$ cat src/draw_config.svh
`ifndef DRAW_CONFIG_SVH
`define DRAW_CONFIG_SVH

// Screen geometry in pixels.
`define SCREEN_W      480
`define SCREEN_H      800
`define PIXEL_COUNT   (`SCREEN_W * `SCREEN_H)  // 384000 pixels.

// SDRAM write port widths.
`define ADDR_W        24    // Bank, row and column.
`define PIXEL_W       16    // RGB565.

// RGB565 colours.
`define COLOR_BLACK   16'h0000
`define COLOR_GREEN   16'h07E0
`define COLOR_YELLOW  16'hFFE0

// Digit glyphs, stored column by column.
`define GLYPH_COLS    12
`define GLYPH_ROWS    24
`define GLYPH_W       (`GLYPH_COLS * `GLYPH_ROWS)  // 288 bits.
`define DIGITS        8     // Nibbles in a 32-bit counter.

// Top-right pixel of each counter.
`define PHOTON_BASE   326580  // (180,680).
`define ACCUM_BASE    326606  // (206,680).

`endif

$ cat src/font_digits.mem
// One 12x24 glyph per line for digit values 0 to 15.
// Column 11 first, six hex digits per column, row 0 in the low bit.
0000000000003FFFFC3FFFFC30000C30000C30000C30000C3FFFFC3FFFFC000000000000
0000000000003FFFFC3FFFFC000000000000000000000000000000000000000000000000
000000000000301FFC301FFC30180C30180C30180C30180C3FF80C3FF80C000000000000
0000000000003FFFFC3FFFFC30180C30180C30180C30180C30180C30180C000000000000
0000000000003FFFFC3FFFFC001800001800001800001800001FFC001FFC000000000000
0000000000003FF80C3FF80C30180C30180C30180C30180C301FFC301FFC000000000000
0000000000003FF80C3FF80C30180C30180C30180C30180C3FFFFC3FFFFC000000000000
0000000000003FFFFC3FFFFC00000C00000C00000C00000C00000C00000C000000000000
0000000000003FFFFC3FFFFC30180C30180C30180C30180C3FFFFC3FFFFC000000000000
0000000000003FFFFC3FFFFC30180C30180C30180C30180C301FFC301FFC000000000000
000000000000000000000000000000000000000000000000000000000000000000000000
000000000000000000000000000000000000000000000000000000000000000000000000
000000000000000000000000000000000000000000000000000000000000000000000000
000000000000000000000000000000000000000000000000000000000000000000000000
000000000000000000000000000000000000000000000000000000000000000000000000
000000000000000000000000000000000000000000000000000000000000000000000000

$ cat src/draw_pkg.sv
`include "draw_config.svh"

package draw_pkg;

  // Drawing commands.
  typedef enum logic [1:0] {
    OP_CLEAR,   // Whole screen black.
    OP_FRAME,   // Border and centre lines.
    OP_PHOTON,  // Photon counter digits.
    OP_ACCUM    // Accumulated counter digits.
  } draw_op_t;

  typedef enum logic [1:0] {
    F_IDLE,
    F_LOAD,   // Pick up run parameters.
    F_WRITE,  // Req held until wr_done.
    F_GAP     // Req low for a cycle.
  } fill_state_t;

  typedef enum logic [1:0] {
    G_IDLE,
    G_FETCH,  // Font ROM latency.
    G_WRITE,  // Req held until wr_done.
    G_GAP     // Req low for a cycle.
  } glyph_state_t;

  // One pixel write towards SDRAM.
  typedef struct packed {
    logic [`ADDR_W-1:0]  addr;
    logic [`PIXEL_W-1:0] data;
    logic                req;
  } wr_bus_t;

  // Straight run of pixels.
  typedef struct packed {
    logic [`ADDR_W-1:0]  first;
    logic [8:0]          step;   // 1 across, 480 down.
    logic [`ADDR_W-1:0]  last;
    logic [`PIXEL_W-1:0] color;
  } segment_t;

  localparam int unsigned FRAME_SEG_N = 5;

  // Addresses sit one pixel before the screen coordinate.
  localparam segment_t FRAME_SEGS [FRAME_SEG_N] = '{
    '{24'd4809,   9'd1,   24'd5269,   `COLOR_GREEN},   // Top edge.
    '{24'd379209, 9'd1,   24'd379669, `COLOR_GREEN},   // Bottom edge.
    '{24'd4809,   9'd480, 24'd379209, `COLOR_GREEN},   // Left edge.
    '{24'd5269,   9'd480, 24'd379669, `COLOR_GREEN},   // Right edge.
    '{24'd5039,   9'd480, 24'd379439, `COLOR_YELLOW}   // Centre line.
  };

endpackage

$ cat src/font_rom.sv
`include "draw_config.svh"

module font_rom (
  input  logic                clk,
  input  logic [3:0]          index,
  output logic [`GLYPH_W-1:0] glyph
);

  // Digits 0..9, then six blank entries.
  logic [`GLYPH_W-1:0] mem [16];

  initial begin
    $readmemh("/design/src/font_digits.mem", mem);
  end

  always_ff @(posedge clk) begin
    glyph <= mem[index];  // One cycle read.
  end

endmodule

$ cat src/fill_engine.sv
`include "draw_config.svh"

module fill_engine
  import draw_pkg::*;
(
  input  logic    clk,
  input  logic    rst_n,
  input  logic    start,
  input  logic    frame,    // 0 clear, 1 frame.
  input  logic    wr_done,
  output wr_bus_t wr,
  output logic    busy,
  output logic    done
);

  fill_state_t         state;
  logic                frame_q;   // Job kind.
  logic [2:0]          seg_idx;   // Current frame segment.
  segment_t            seg;
  logic [`ADDR_W-1:0]  addr_q;
  logic [`ADDR_W-1:0]  last_q;
  logic [8:0]          step_q;
  logic [`PIXEL_W-1:0] color_q;
  logic                run_end;
  logic                job_end;

  assign seg     = FRAME_SEGS[seg_idx];
  assign run_end = (addr_q == last_q);  // Last pixel of this run.
  assign job_end = !frame_q || (seg_idx == 3'(FRAME_SEG_N - 1));

  ////////////////////////////////////////////////////////////
  // Run sequencing.
  always_ff @(posedge clk or negedge rst_n) begin
    if (!rst_n) begin
      state   <= F_IDLE;
      frame_q <= 1'b0;
      seg_idx <= '0;
      done    <= 1'b0;
    end else begin
      done <= 1'b0;
      case (state)
        F_IDLE: begin
          if (start) begin
            frame_q <= frame;
            seg_idx <= '0;
            state   <= F_LOAD;
          end
        end
        F_LOAD:  state <= F_WRITE;
        F_WRITE: begin
          if (wr_done) begin
            if (!run_end) begin
              state <= F_GAP;
            end else if (job_end) begin
              state <= F_IDLE;
              done  <= 1'b1;        // Cycle after the last wr_done.
            end else begin
              seg_idx <= seg_idx + 3'd1;  // Next frame line.
              state   <= F_LOAD;
            end
          end
        end
        F_GAP:   state <= F_WRITE;
        default: state <= F_IDLE;
      endcase
    end
  end

  ////////////////////////////////////////////////////////////
  // Address and colour of the current pixel.
  always_ff @(posedge clk) begin
    if (state == F_LOAD) begin
      if (frame_q) begin
        addr_q  <= seg.first;
        step_q  <= seg.step;
        last_q  <= seg.last;
        color_q <= seg.color;
      end else begin
        // Clear is a single black run over the screen.
        addr_q  <= '0;
        step_q  <= 9'd1;
        last_q  <= `ADDR_W'(`PIXEL_COUNT - 1);
        color_q <= `COLOR_BLACK;
      end
    end else if (state == F_WRITE && wr_done && !run_end) begin
      addr_q <= addr_q + `ADDR_W'(step_q);
    end
  end

  assign wr   = '{addr: addr_q, data: color_q, req: (state == F_WRITE)};
  assign busy = (state != F_IDLE);

endmodule

$ cat src/glyph_engine.sv
`include "draw_config.svh"

module glyph_engine
  import draw_pkg::*;
(
  input  logic        clk,
  input  logic        rst_n,
  input  logic        start,
  input  logic        accum,    // Second counter position.
  input  logic [31:0] value,
  input  logic        wr_done,
  output wr_bus_t     wr,
  output logic        busy,
  output logic        done
);

  glyph_state_t        state;
  logic [31:0]         value_q;   // Shifts left a nibble per digit.
  logic [`ADDR_W-1:0]  addr_q;
  logic [2:0]          digit_q;
  logic [3:0]          col_q;
  logic [4:0]          row_q;
  logic [`GLYPH_W-1:0] glyph;
  logic [8:0]          bit_idx;
  logic                row_end;
  logic                col_end;
  logic                digit_end;

  // Most significant nibble selects the glyph.
  font_rom i_font_rom (
    .clk   (clk),
    .index (value_q[31:28]),
    .glyph (glyph)
  );

  assign bit_idx   = 9'(col_q) * 9'(`GLYPH_ROWS) + 9'(row_q);  // c*24+k.
  assign row_end   = (row_q == 5'(`GLYPH_ROWS - 1));
  assign col_end   = (col_q == 4'(`GLYPH_COLS - 1));
  assign digit_end = (digit_q == 3'(`DIGITS - 1));

  ////////////////////////////////////////////////////////////
  // Digit, column and row stepping.
  always_ff @(posedge clk or negedge rst_n) begin
    if (!rst_n) begin
      state   <= G_IDLE;
      digit_q <= '0;
      col_q   <= '0;
      row_q   <= '0;
      done    <= 1'b0;
    end else begin
      done <= 1'b0;
      case (state)
        G_IDLE: begin
          if (start) begin
            digit_q <= '0;
            col_q   <= '0;
            row_q   <= '0;
            state   <= G_FETCH;
          end
        end
        G_FETCH: state <= G_WRITE;   // Glyph valid next cycle.
        G_WRITE: begin
          if (wr_done) begin
            if (!row_end) begin
              row_q <= row_q + 5'd1;
              state <= G_GAP;
            end else if (!col_end) begin
              row_q <= '0;
              col_q <= col_q + 4'd1;
              state <= G_GAP;
            end else if (!digit_end) begin
              row_q   <= '0;
              col_q   <= '0;
              digit_q <= digit_q + 3'd1;
              state   <= G_FETCH;    // New nibble, new glyph.
            end else begin
              state <= G_IDLE;
              done  <= 1'b1;
            end
          end
        end
        G_GAP:   state <= G_WRITE;
        default: state <= G_IDLE;
      endcase
    end
  end

  ////////////////////////////////////////////////////////////
  // Value and pixel address.
  always_ff @(posedge clk) begin
    if (state == G_IDLE && start) begin
      value_q <= value;
      addr_q  <= (accum ? `ADDR_W'(`ACCUM_BASE) : `ADDR_W'(`PHOTON_BASE)) - 1'b1;
    end else if (state == G_WRITE && wr_done) begin
      if (row_end) begin
        // Back to row 0, one column down: +504 less the row step.
        addr_q <= addr_q + `ADDR_W'(`SCREEN_W + `GLYPH_ROWS - 1);
        if (col_end) begin
          value_q <= value_q << 4;
        end
      end else begin
        addr_q <= addr_q - 1'b1;  // Next row.
      end
    end
  end

  assign wr.addr = addr_q;
  assign wr.data = glyph[bit_idx] ? `COLOR_GREEN : `COLOR_BLACK;
  assign wr.req  = (state == G_WRITE);
  assign busy    = (state != G_IDLE);

endmodule

$ cat src/wr_arbiter.sv
module wr_arbiter
  import draw_pkg::*;
(
  input  logic    clk,
  input  logic    rst_n,
  input  wr_bus_t fill_wr,
  input  wr_bus_t glyph_wr,
  input  logic    sdram_wr_done,
  output wr_bus_t sdram_wr,
  output logic    fill_wr_done,
  output logic    glyph_wr_done
);

  logic granted;   // Port owned until done.
  logic sel;       // 0 fill, 1 glyph.
  logic prio;      // Winner on a tie.

  always_ff @(posedge clk or negedge rst_n) begin
    if (!rst_n) begin
      granted <= 1'b0;
      sel     <= 1'b0;
      prio    <= 1'b0;
    end else if (!granted) begin
      if (fill_wr.req || glyph_wr.req) begin
        granted <= 1'b1;
        // Tie goes to prio, else to whoever asks.
        sel <= (fill_wr.req && glyph_wr.req) ? prio : glyph_wr.req;
      end
    end else if (sdram_wr_done) begin
      granted <= 1'b0;
      prio    <= ~sel;   // Other engine next time.
    end
  end

  ////////////////////////////////////////////////////////////
  // Granted bus out, done back to its owner only.
  always_comb begin
    sdram_wr     = sel ? glyph_wr : fill_wr;
    sdram_wr.req = granted;  // Owner holds req until done.
  end

  assign fill_wr_done  = sdram_wr_done & granted & ~sel;
  assign glyph_wr_done = sdram_wr_done & granted & sel;

endmodule

$ cat src/draw_core.sv
module draw_core
  import draw_pkg::*;
(
  input  logic        clk,
  input  logic        rst_n,
  input  logic        cmd_valid,
  input  draw_op_t    cmd_op,
  input  logic [31:0] cmd_data,
  input  logic        sdram_wr_done,
  output wr_bus_t     sdram_wr,
  output logic        fill_busy,
  output logic        glyph_busy,
  output logic        draw_done,
  output draw_op_t    done_op
);

  wr_bus_t  fill_wr;
  wr_bus_t  glyph_wr;
  logic     fill_wr_done;
  logic     glyph_wr_done;
  logic     fill_start;
  logic     glyph_start;
  logic     fill_done;
  logic     glyph_done;
  draw_op_t fill_op;     // Job in the fill engine.
  draw_op_t glyph_op;    // Job in the glyph engine.
  draw_op_t pend_op;
  logic     glyph_pend;  // Glyph done deferred by a collision.

  // Command decode. Engines drop strobes while busy.
  assign fill_start  = cmd_valid && (cmd_op == OP_CLEAR || cmd_op == OP_FRAME);
  assign glyph_start = cmd_valid && (cmd_op == OP_PHOTON || cmd_op == OP_ACCUM);

  fill_engine i_fill_engine (
    .clk     (clk),
    .rst_n   (rst_n),
    .start   (fill_start),
    .frame   (cmd_op == OP_FRAME),
    .wr_done (fill_wr_done),
    .wr      (fill_wr),
    .busy    (fill_busy),
    .done    (fill_done)
  );

  glyph_engine i_glyph_engine (
    .clk     (clk),
    .rst_n   (rst_n),
    .start   (glyph_start),
    .accum   (cmd_op == OP_ACCUM),
    .value   (cmd_data),
    .wr_done (glyph_wr_done),
    .wr      (glyph_wr),
    .busy    (glyph_busy),
    .done    (glyph_done)
  );

  wr_arbiter i_wr_arbiter (
    .clk           (clk),
    .rst_n         (rst_n),
    .fill_wr       (fill_wr),
    .glyph_wr      (glyph_wr),
    .sdram_wr_done (sdram_wr_done),
    .sdram_wr      (sdram_wr),
    .fill_wr_done  (fill_wr_done),
    .glyph_wr_done (glyph_wr_done)
  );

  ////////////////////////////////////////////////////////////
  // Op tracking and done merge.
  always_ff @(posedge clk or negedge rst_n) begin
    if (!rst_n) begin
      fill_op    <= OP_CLEAR;
      glyph_op   <= OP_PHOTON;
      pend_op    <= OP_PHOTON;
      glyph_pend <= 1'b0;
    end else begin
      if (fill_start && !fill_busy) fill_op <= cmd_op;     // Accepted only.
      if (glyph_start && !glyph_busy) glyph_op <= cmd_op;
      glyph_pend <= fill_done && glyph_done;  // Fill goes first.
      if (fill_done && glyph_done) pend_op <= glyph_op;
    end
  end

  assign draw_done = fill_done | glyph_done | glyph_pend;
  assign done_op   = fill_done ? fill_op : (glyph_pend ? pend_op : glyph_op);

endmodule

$ cat config.mk
export PLATFORM = sky130hd
export DESIGN_NAME = draw_core
export DESIGN_NICKNAME = d
export VERILOG_FILES = /design/src/draw_pkg.sv /design/src/font_rom.sv /design/src/fill_engine.sv /design/src/glyph_engine.sv /design/src/wr_arbiter.sv /design/src/draw_core.sv
export VERILOG_INCLUDE_DIRS = /design/src
export SDC_FILE = /design/constraint.sdc
export NUM_CORES = 1
export LEC_CHECK = 0
export ABC_CLOCK_PERIOD_IN_PS = 6900
export BUFFER_PORTS_ARGS = -buffer_cell sky130_fd_sc_hd__buf_2
export CORE_MARGIN = 10
export CORE_UTILIZATION = 52
export DETAILED_ROUTE_END_ITERATION = 7
export PLACE_DENSITY = 0.81
export SKIP_CTS_REPAIR_TIMING = 1
export SYNTH_ARGS = -nofsm -noshare
export SYNTH_HDL_FRONTEND = slang
export SYNTH_MEMORY_MAX_BITS = 65536
export SYNTH_SLANG_ARGS = --single-unit
$ cat constraint.sdc
create_clock -name clk -period 6.9 [get_ports clk]
set_input_delay 0.69 -clock clk [delete_from_list [all_inputs] [get_ports clk]]
set_output_delay 0.69 -clock clk [all_outputs]
set_load 0.01 [all_outputs]
Yosys cells after proc, flatten, opt, wreduce, memory -nomap -nowiden
Memories as Yosys holds them, arrays and structs flattened.
Cells that the tools add are included.

operators by class
  multipliers = 1
  add/sub/neg operators = 9
  bitwise operators = 8
  order comparisons = 2
  eq/ne operators = 25
  reduce and logical (&&, ||, !) cells = 38
  muxes and demuxes = 62

operators by type and width
  cell                     count
  $mux W73                 2
  $mux W24                 6
  $sub A24 B1 Y24 const B  2
  $mux W41                 1
  $mux W3                  9
  $mux W5                  5
  $add A24 B9 Y24          1
  $add A24 B9 Y24 const B  1
  $eq A24 B24 Y1           1
  $mux W4                  5
  $mux W2                  9
  $ne A2 B2 Y1 const B     9
  $mux W1                  16
  $eq A2 B2 Y1 const B     6
  $pmux W2 S3              2
  $pmux W3 S2              2
  $reduce_bool A2 Y1       6
  $mux W11                 1
  $logic_and A1 B1 Y1      10
  $lt A9 B10 Y1 const B    1
  $pmux W5 S2              1
  $reduce_and A2 Y1        5
  $reduce_and A5 Y1        2
  $add A9 B5 Y9            1
  other kinds (24)         41

word-level totals
  memories kept = 1
  input port bits = 38
  output and inout port bits = 46
  flip-flop bits (word level) = 417
  bits in read-only memories = 584

memories
  name             depth  bits a word  rd ports  clocked after memory_dff  write ports  line               RTL
  (no name shown)  8      73           1         0                         0            fill_engine.sv:27  assign seg = FRAME_SEGS[seg_idx];

Longest topological paths before layout
Gate-level depths: netlist (run 1).

  depth in word-level cells = 6
  mapped depth = 9

Modules after synthesis
Synthesis (run 1) repeated with hierarchy kept, for this count alone.

unflattened totals
  cell total of the unflattened synthesis = 1255
  area total of the unflattened synthesis = 12690.9 um2

by module, submodules not included
  module        area each (um2)  cells each  instances
  glyph_engine  6590.1           622         1
  fill_engine   2753.9           258         1
  font_rom      2165.8           289         1
  wr_arbiter    822.0            58          1
  draw_core     359.1            28          1

Worst setup path before layout (run 1)
OpenSTA, ideal clock, no wires.

  kind = register to register
  start = register i_glyph_engine.row_q[0]
  end = register i_glyph_engine.addr_q[23], data pin
  stages on the path, launching flop included = 10
  slack = 3.397 ns
  arrival time = 3.240 ns
  clock period less this slack = 3.503 ns
  library setup time = 0.263 ns
  path buffers = 0
  cell sequence = dfrtp_1 ha_1 nand4b_1 ha_1 or4_4 a2111o_1 a211oi_2 o21ai_2 a221oi_2 mux2i_1

between the ends
  word-level cells in the longest chain between the ends = 4

RTL lines
  item                    line                 RTL
  start, declared         glyph_engine.sv:22   logic [4:0] row_q;
  start signal, assigned  glyph_engine.sv:65   row_q <= row_q + 5'd1;
  $eq A5 B5 Y1            glyph_engine.sv:37   assign row_end = (row_q == 5'(`GLYPH_ROWS - 1));
  $mux W24                glyph_engine.sv:95   if (row_end) begin
  $mux W24                glyph_engine.sv:94   end else if (state == G_WRITE && wr_done) begin
  $mux W24                glyph_engine.sv:91   if (state == G_IDLE && start) begin
  end signal, assigned    glyph_engine.sv:93   addr_q <= (accum ? `ADDR_W'(`ACCUM_BASE) : `ADDR_W'(`PHOTON_BASE)) - 1'b1;
  end signal, assigned    glyph_engine.sv:97   addr_q <= addr_q + `ADDR_W'(`SCREEN_W + `GLYPH_ROWS - 1);
  end signal, assigned    glyph_engine.sv:102  addr_q <= addr_q - 1'b1;
  end, declared           glyph_engine.sv:19   logic [`ADDR_W-1:0] addr_q;

Every way passes these cells. The select of a mux whose other input is x is not followed.
A chain may end at the register's enable or synchronous reset.

Final worst setup path (run 1)
  start = register i_glyph_engine.row_q[0]
  end = register i_glyph_engine.addr_q[22], data pin

Same word-level chain as after synthesis.

==> metrics.yaml, run 1 <==
r2r-start: "i_glyph_engine.row_q[0]"
synth_edf_count: 62
cp_data_required_time_ps: 6980
grt_pass1_vias: 4542
power_mw: 2.136
cts_sinks: 94
drt-pass1-iter-count: 5
area_growth_pct: 9.962
gp_congestion: 0.8847
vias: 4605
dieArea_sq_um: 16040
insertion_delay_ps: 340
avgSynthCellArea_sq_um: 10.18
synthTopCellsByArea: "edfxtp_1 (31%), dfrtp_1 (13%), ha_1 (7.6%)"
ys_warn_count: 0
layout_setup_ws_ps: 2598
powerDensity_nw_per_um2: 328.3
leakage_nw: 2.610
grt_pass1_wl_mm: 22.15
drt_iter0_drc: 423
cts_inserted_buffers: 9
synthesis.instances: 581
startpoint_type: "register"
cts_tree: "built"
die_h_microns: 126.7
slew_headroom: 0.1921
viasPerCell: 6.059
nets: 689
drive_above_1_share: 0.1694
outcome: "finished clean"
port_buffers: 46
grt_max_degree: 36
path_cells: "ha_1 -> nand4b_1 -> ha_1 -> or4_4 -> a2111oi_2 -> o211ai_2 -> a221oi_2 -> xor2_1 -> nor2_1"
grt.total_usage: 0.1663
worst_clock_skew_ps: 6.548
clk_pin_slew_worst_paths_ps: 70
peakVddDrop_mv: 0.2604
yosysTopAreaCellShare: 0.3147
yosys_register_bits: 94
synth_most_common_cell: "edfxtp_1"
drc_errors: 0
row_count: 38
startpoint: "i_glyph_engine.row_q[0]"
synth_common_cells: "edfxtp_1 (62), nand2_1 (53), o21ai_0 (44)"
cap_violations: 0
rr_worst_depth: 9
fin_crit_ps: 4302
ys_types: 64
timing.rr.end: "i_glyph_engine.addr_q[22]"
finalWirelength_mm: 13.70
crit_path_max_fanout: 19
fill_cells: 896
place_ws_ps: 2602
ys_seq_area_frac: 0.4505
rrSetupSlack_ps: 2600
multiInputGateArea_sq_um: 2999
io_pins: 84
die-width_microns: 126.7
final_core_util: 0.5923
syn-cell-area_sq_um: 5916
worst_slew_pin_slew_ps: 1212
core_sq_um: 10980
async_flop_share: 0.3404
worst-setup-path-type: "register to register"
antenna_found_initial: 0
detail-route-antenna-nets: 0
wire_per_inst_microns: 18.02
holdCritPathClass: "input port to asynchronous set/reset pin"
grt_overflow: 0
root_buffer: "clkbuf_16"
end_kind: "register"
maxSlewViolCount: 0
fin_crit_sh: 0.6234
diodes: 0
worstPathArrival_ps: 4380
synth_area_leader_cell: "edfxtp_1"
htree_levels: 3
clock_path_buffers: 2
final_cells: 760
rsz0062_at_grt: "no"
critPathMostFrequentCell: "ha_1"
dp.cells: 744
hold_viol_final: 0
synth-main-ff-cell: "edfxtp_1"
fmax_mhz: 232.5
start_util: 0.5386
finalSetupTns_ps: 0
slowest_stage: "nand4b_1"
max_stage_delay_ps: 820
hpwlAfterDp_mm: 10.02
layout.area.seq_sq_um: 2665
finalSetupViolCount: 0
==> worst max-delay path, delay by kind of cell (launching register included) <==
| family | cells | cell delay (ps) |
|---|---|---|
| adder cells (fa/ha/maj) | 2 | 840 |
| AND/OR/NAND/NOR | 3 | 1460 |
| AO/OA/AOI/OAI | 3 | 1130 |
| XOR/XNOR | 1 | 200 |
| flip-flops | 1 | 410 |
==> per-layer routing <==
layer  wire length (microns)  part of all wire  GRT usage
met4                     249             0.018    0.05626
met5                       0                 0          0
met3                    1020             0.074    0.04373
met1                    6118              0.45     0.2169
met2                    6309              0.46     0.2618
==> power by group <==
part	total (mW)	internal, mW	switching [mW]	leakage, nW
Clock	0.519	0.314	0.205	0.153
Combinational	0.724	0.317	0.407	1.48
Sequential	0.893	0.748	0.144	0.976
Total	2.14	1.38	0.757	2.61
==> registers in the layout, summed over array words and instances (netlist names) <==
signal and cells:
i_fill_engine.addr_q 24, i_glyph_engine.col_q 4, glyph_op 2, i_glyph_engine.state 2
i_fill_engine.done 1, i_fill_engine.frame_q 1, i_glyph_engine.digit_q 3, i_fill_engine.last_q 10
fill_op 2, i_glyph_engine.row_q 5, i_fill_engine.step_q 2, i_wr_arbiter.prio 1
i_fill_engine.state 2, i_glyph_engine.done 1, i_glyph_engine.addr_q 24, i_fill_engine.color_q 2
i_wr_arbiter.sel 1, glyph_pend 1, i_fill_engine.seg_idx 3, pend_op 2
i_wr_arbiter.granted 1
==> kinds of logic (layout without fill, tap and decap cells) <==
kind of cell | count (synthesis) | after routing | share of synthesized area
and+or+nand+nor | 191 | 191 | 0.1637
other | 1 | 5 | 0.0006339
muxes | 30 | 30 | 0.05605
xor gates and xnor gates | 46 | 46 | 0.06810
buffers and inverters | 57 | 92 | 0.04568
adders and majority gates | 36 | 36 | 0.07614
DFF | 94 | 94 | 0.4505
AOI/OAI and AO/OA | 126 | 126 | 0.1392
==> worst max path at each step <==
stage	to	slack, ps	depth (start not counted)
after CTS	i_glyph_engine.addr_q[22]	2580	9
after global routing	i_glyph_engine.addr_q[22]	2330	9
final	i_glyph_engine.addr_q[22]	2600	9
after floorplan	i_glyph_engine.addr_q[23]	3400	9
after detailed placement	i_glyph_engine.addr_q[22]	2600	9
after global placement	i_glyph_engine.addr_q[22]	2820	9
==> final cells by class <==
class,instances,share of cell area
clock inverter,2,0.005578
inverter,27,0.01558
tap,140,0.02693
timing repair buffer,49,0.03885
clock buffer,14,0.04232
multi-input combinational,434,0.4611
sequential,94,0.4097
==> per-stage QoR <==
stage               instance area [sq um]  hold slack [ps]
floorplan                            5931            394.4
global placement                     6193            459.0
detailed placement                   6193            471.9
CTS                                  6505            409.7
global route                         6505            438.9
finish                               6505            402.8
==> layout by cell type (no fill, tap or decap), drive strengths merged, types with 12 or more instances in the layout <==
cell / count
o21ai: 49
a21oi: 28
ha: 36
nand2: 53
nor3: 12
inv: 27
nor2: 34
mux2: 25
clkbuf: 14
nand3: 21
xor2: 22
xnor2: 24
dfrtp: 30
buf: 49
edfxtp: 62
Note: power is estimated with default switching activity, not from simulation.
==> run 2, diff against run 1 <==
--- a/config.mk
+++ b/config.mk
@@ -6,7 +6,8 @@
 export SDC_FILE = /design/constraint.sdc
 export NUM_CORES = 1
 export LEC_CHECK = 0
-export ABC_CLOCK_PERIOD_IN_PS = 6900
+export ABC_AREA = 1
+export ABC_CLOCK_PERIOD_IN_PS = 4500
 export BUFFER_PORTS_ARGS = -buffer_cell sky130_fd_sc_hd__buf_2
 export CORE_MARGIN = 10
 export CORE_UTILIZATION = 52
==> constraint.sdc (replaced) <==
create_clock -name clk -period 4.5 [get_ports clk]
set_input_delay 0.45 -clock clk [delete_from_list [all_inputs] [get_ports clk]]
set_output_delay 0.45 -clock clk [all_outputs]
set_load 0.01 [all_outputs]
==> metrics.yaml, run 2 <==
synthesis.instances: 901
holdCritPathClass: "input port to asynchronous set/reset pin"
fmax_mhz: 361.2
detail-route-antenna-nets: 0
grt_max_degree: 45
drt-met1-wl_mm: 7.131
fin_crit_ps: 2768
root_buffer: "clkbuf_16"
start_util: 0.5272
grt_pass1_vias: 5629
maxSlewViolCount: 0
fin_crit_sh: 0.6152
clock_path_buffers: 2
dp.cells: 1101
diodes: 0
ys_types: 46
cts_tree: "built"
area_growth_pct: 9.233
row_count: 41
worstPathArrival_ps: 2890
yosysTopAreaCellShare: 0.2810
die_h_microns: 132.9
crit_path_max_fanout: 17
peakVddDrop_mv: 0.4525
layout_setup_ws_ps: 1732
synth_most_common_cell: "nand2_1"
cts_sinks: 94
drt_iter0_drc: 598
viasPerCell: 5.310
io_pins: 84
end_kind: "register"
wire_per_inst_microns: 14.44
hpwlAfterDp_mm: 12.23
drc_errors: 0
ys_seq_area_frac: 0.4022
final_common_cell: "nand2_1"
dr_wl_met2_mm: 7.345
ys_warn_count: 0
finalWirelength_mm: 16.13
insertion_delay_ps: 360
startpoint_type: "register"
power_mw: 3.825
maxUsedRoutingLayer: "met4"
cp_data_required_time_ps: 4630
leakage_nw: 3.519
final_core_util: 0.5759
grt.total_usage: 0.1835
port_buffers: 46
htree_levels: 3
dieArea_sq_um: 17660
avgSynthCellArea_sq_um: 7.354
vias: 5931
antenna_found_initial: 0
cts_inserted_buffers: 9
finalSetupViolCount: 0
hold_viol_final: 0
synth-main-ff-cell: "edfxtp_1"
whs_ps: 124.3
synth_edf_count: 62
worst_slew_pin_slew_ps: 881.6
grt_overflow: 0
worst_clock_skew_ps: 9.364
worst-setup-path-type: "register to register"
syn-cell-area_sq_um: 6626
reg_top3: "i_fill_engine.addr_q x24, i_glyph_engine.addr_q x24, i_fill_engine.last_q x10"
powerDensity_nw_per_um2: 528.4
async_flop_share: 0.3404
finalInstanceArea_sq_um: 7238
place_ws_ps: 1779
synth_area_leader_cell: "edfxtp_1"
clk_pin_slew_worst_paths_ps: 70
rsz0062_at_grt: "no"
drt-pass1-iter-count: 6
outcome: "finished clean"
synthTopCellsByArea: "edfxtp_1 (28%), nand2_1 (15%), dfrtp_1 (11%)"
nets: 1014
mostFrequentLayoutCells: "nand2_1 (270), inv_1 (114), nor2_1 (97)"
yosys_register_bits: 94
final_cells: 1117
place_area_sq_um: 6958
drive_above_1_share: 0.1175
finalSetupTns_ps: 0
gp_congestion: 0.9358
grt_pass1_wl_mm: 26.62
die-width_microns: 132.9
met3_length_mm: 1.354
synth_common_cells: "nand2_1 (270), inv_1 (114), nor2_1 (98)"
slew_headroom: 0.4100
core_sq_um: 12570
cap_violations: 0
==> run 2: cell types whose count changed after synthesis, sizes merged, moves of 14 or more <==
cell | previous run | this run
a21oi | 28 | 42
xnor2 | 24 | 6
nor2 | 34 | 108
xor2 | 22 | 5
nand2 | 53 | 279
mux2 | 25 | 0
inv | 26 | 126
nand3 | 21 | 51
o21ai | 49 | 80
==> run 2: cell type report <==
type	instances	area (sq um)
clock inverter	7	55.05
clock buffer	9	225.2
fill	1176	5330
inverter	127	478.0
timing repair buffer	49	252.7
multi-input combinational	659	3347
tap	172	215.2
sequential	94	2665
==> run 2: where the power goes <==
group          switching, mW  internal, mW  total [mW]
Sequential             0.204          1.22        1.42
Clock                  0.365         0.383       0.748
Combinational           1.10         0.552        1.66
Total                   1.67          2.15        3.82
==> run 2: worst max-delay path: stages, from the launching register on <==
cell,delay [ps]
dfrtp_1,400
ha_1,200
nand2_2,70
nor2_2,120
nand2_2,290
ha_1,510
nand2_1,130
inv_1,90
nand2_1,90
nor3_1,190
o21ai_0,120
nand3_1,140
nand2_1,70
nand2_1,50
nor2_1,50
==> run 2: cells by family (layout without fill, tap and decap cells) <==
logic type / after synthesis / in the layout / synth area share
and+or+nand+nor: 470 / 470 / 0.3059
buffers and inverters: 152 / 192 / 0.09592
AOI/OAI and AO/OA: 137 / 137 / 0.1129
DFF: 94 / 94 / 0.4022
adders and majority gates: 36 / 36 / 0.06798
xor gates and xnor gates: 11 / 11 / 0.01454
other: 1 / 5 / 0.0005659
==> run 2: worst paths after layout <==
| check | from | endpoint | slack [ps] | cells past startpoint |
|---|---|---|---|---|
| max | i_glyph_engine.row_q[0] | i_glyph_engine.addr_q[17] | 1730 | 14 |
| min | rst_n | i_glyph_engine.col_q[2] | 120 | 1 |
| max reg2reg | i_glyph_engine.row_q[0] | i_glyph_engine.addr_q[17] | 1730 | 14 |
| min reg2reg | glyph_op[1] | glyph_op[1] | 480 | 2 |
| max in group asynchronous | rst_n | pend_op[0] | 3920 | 1 |
| min in group clk | sdram_wr_done | i_wr_arbiter.granted | 350 | 2 |
==> run 2: metal layers <==
metal | up-vias | GRT usage
met5 | - | 0
met4 | 0 | 0.05623
met3 | 23 | 0.05223
met2 | 224 | 0.2925
met1 | 2698 | 0.2355
li1 | 2986 | -
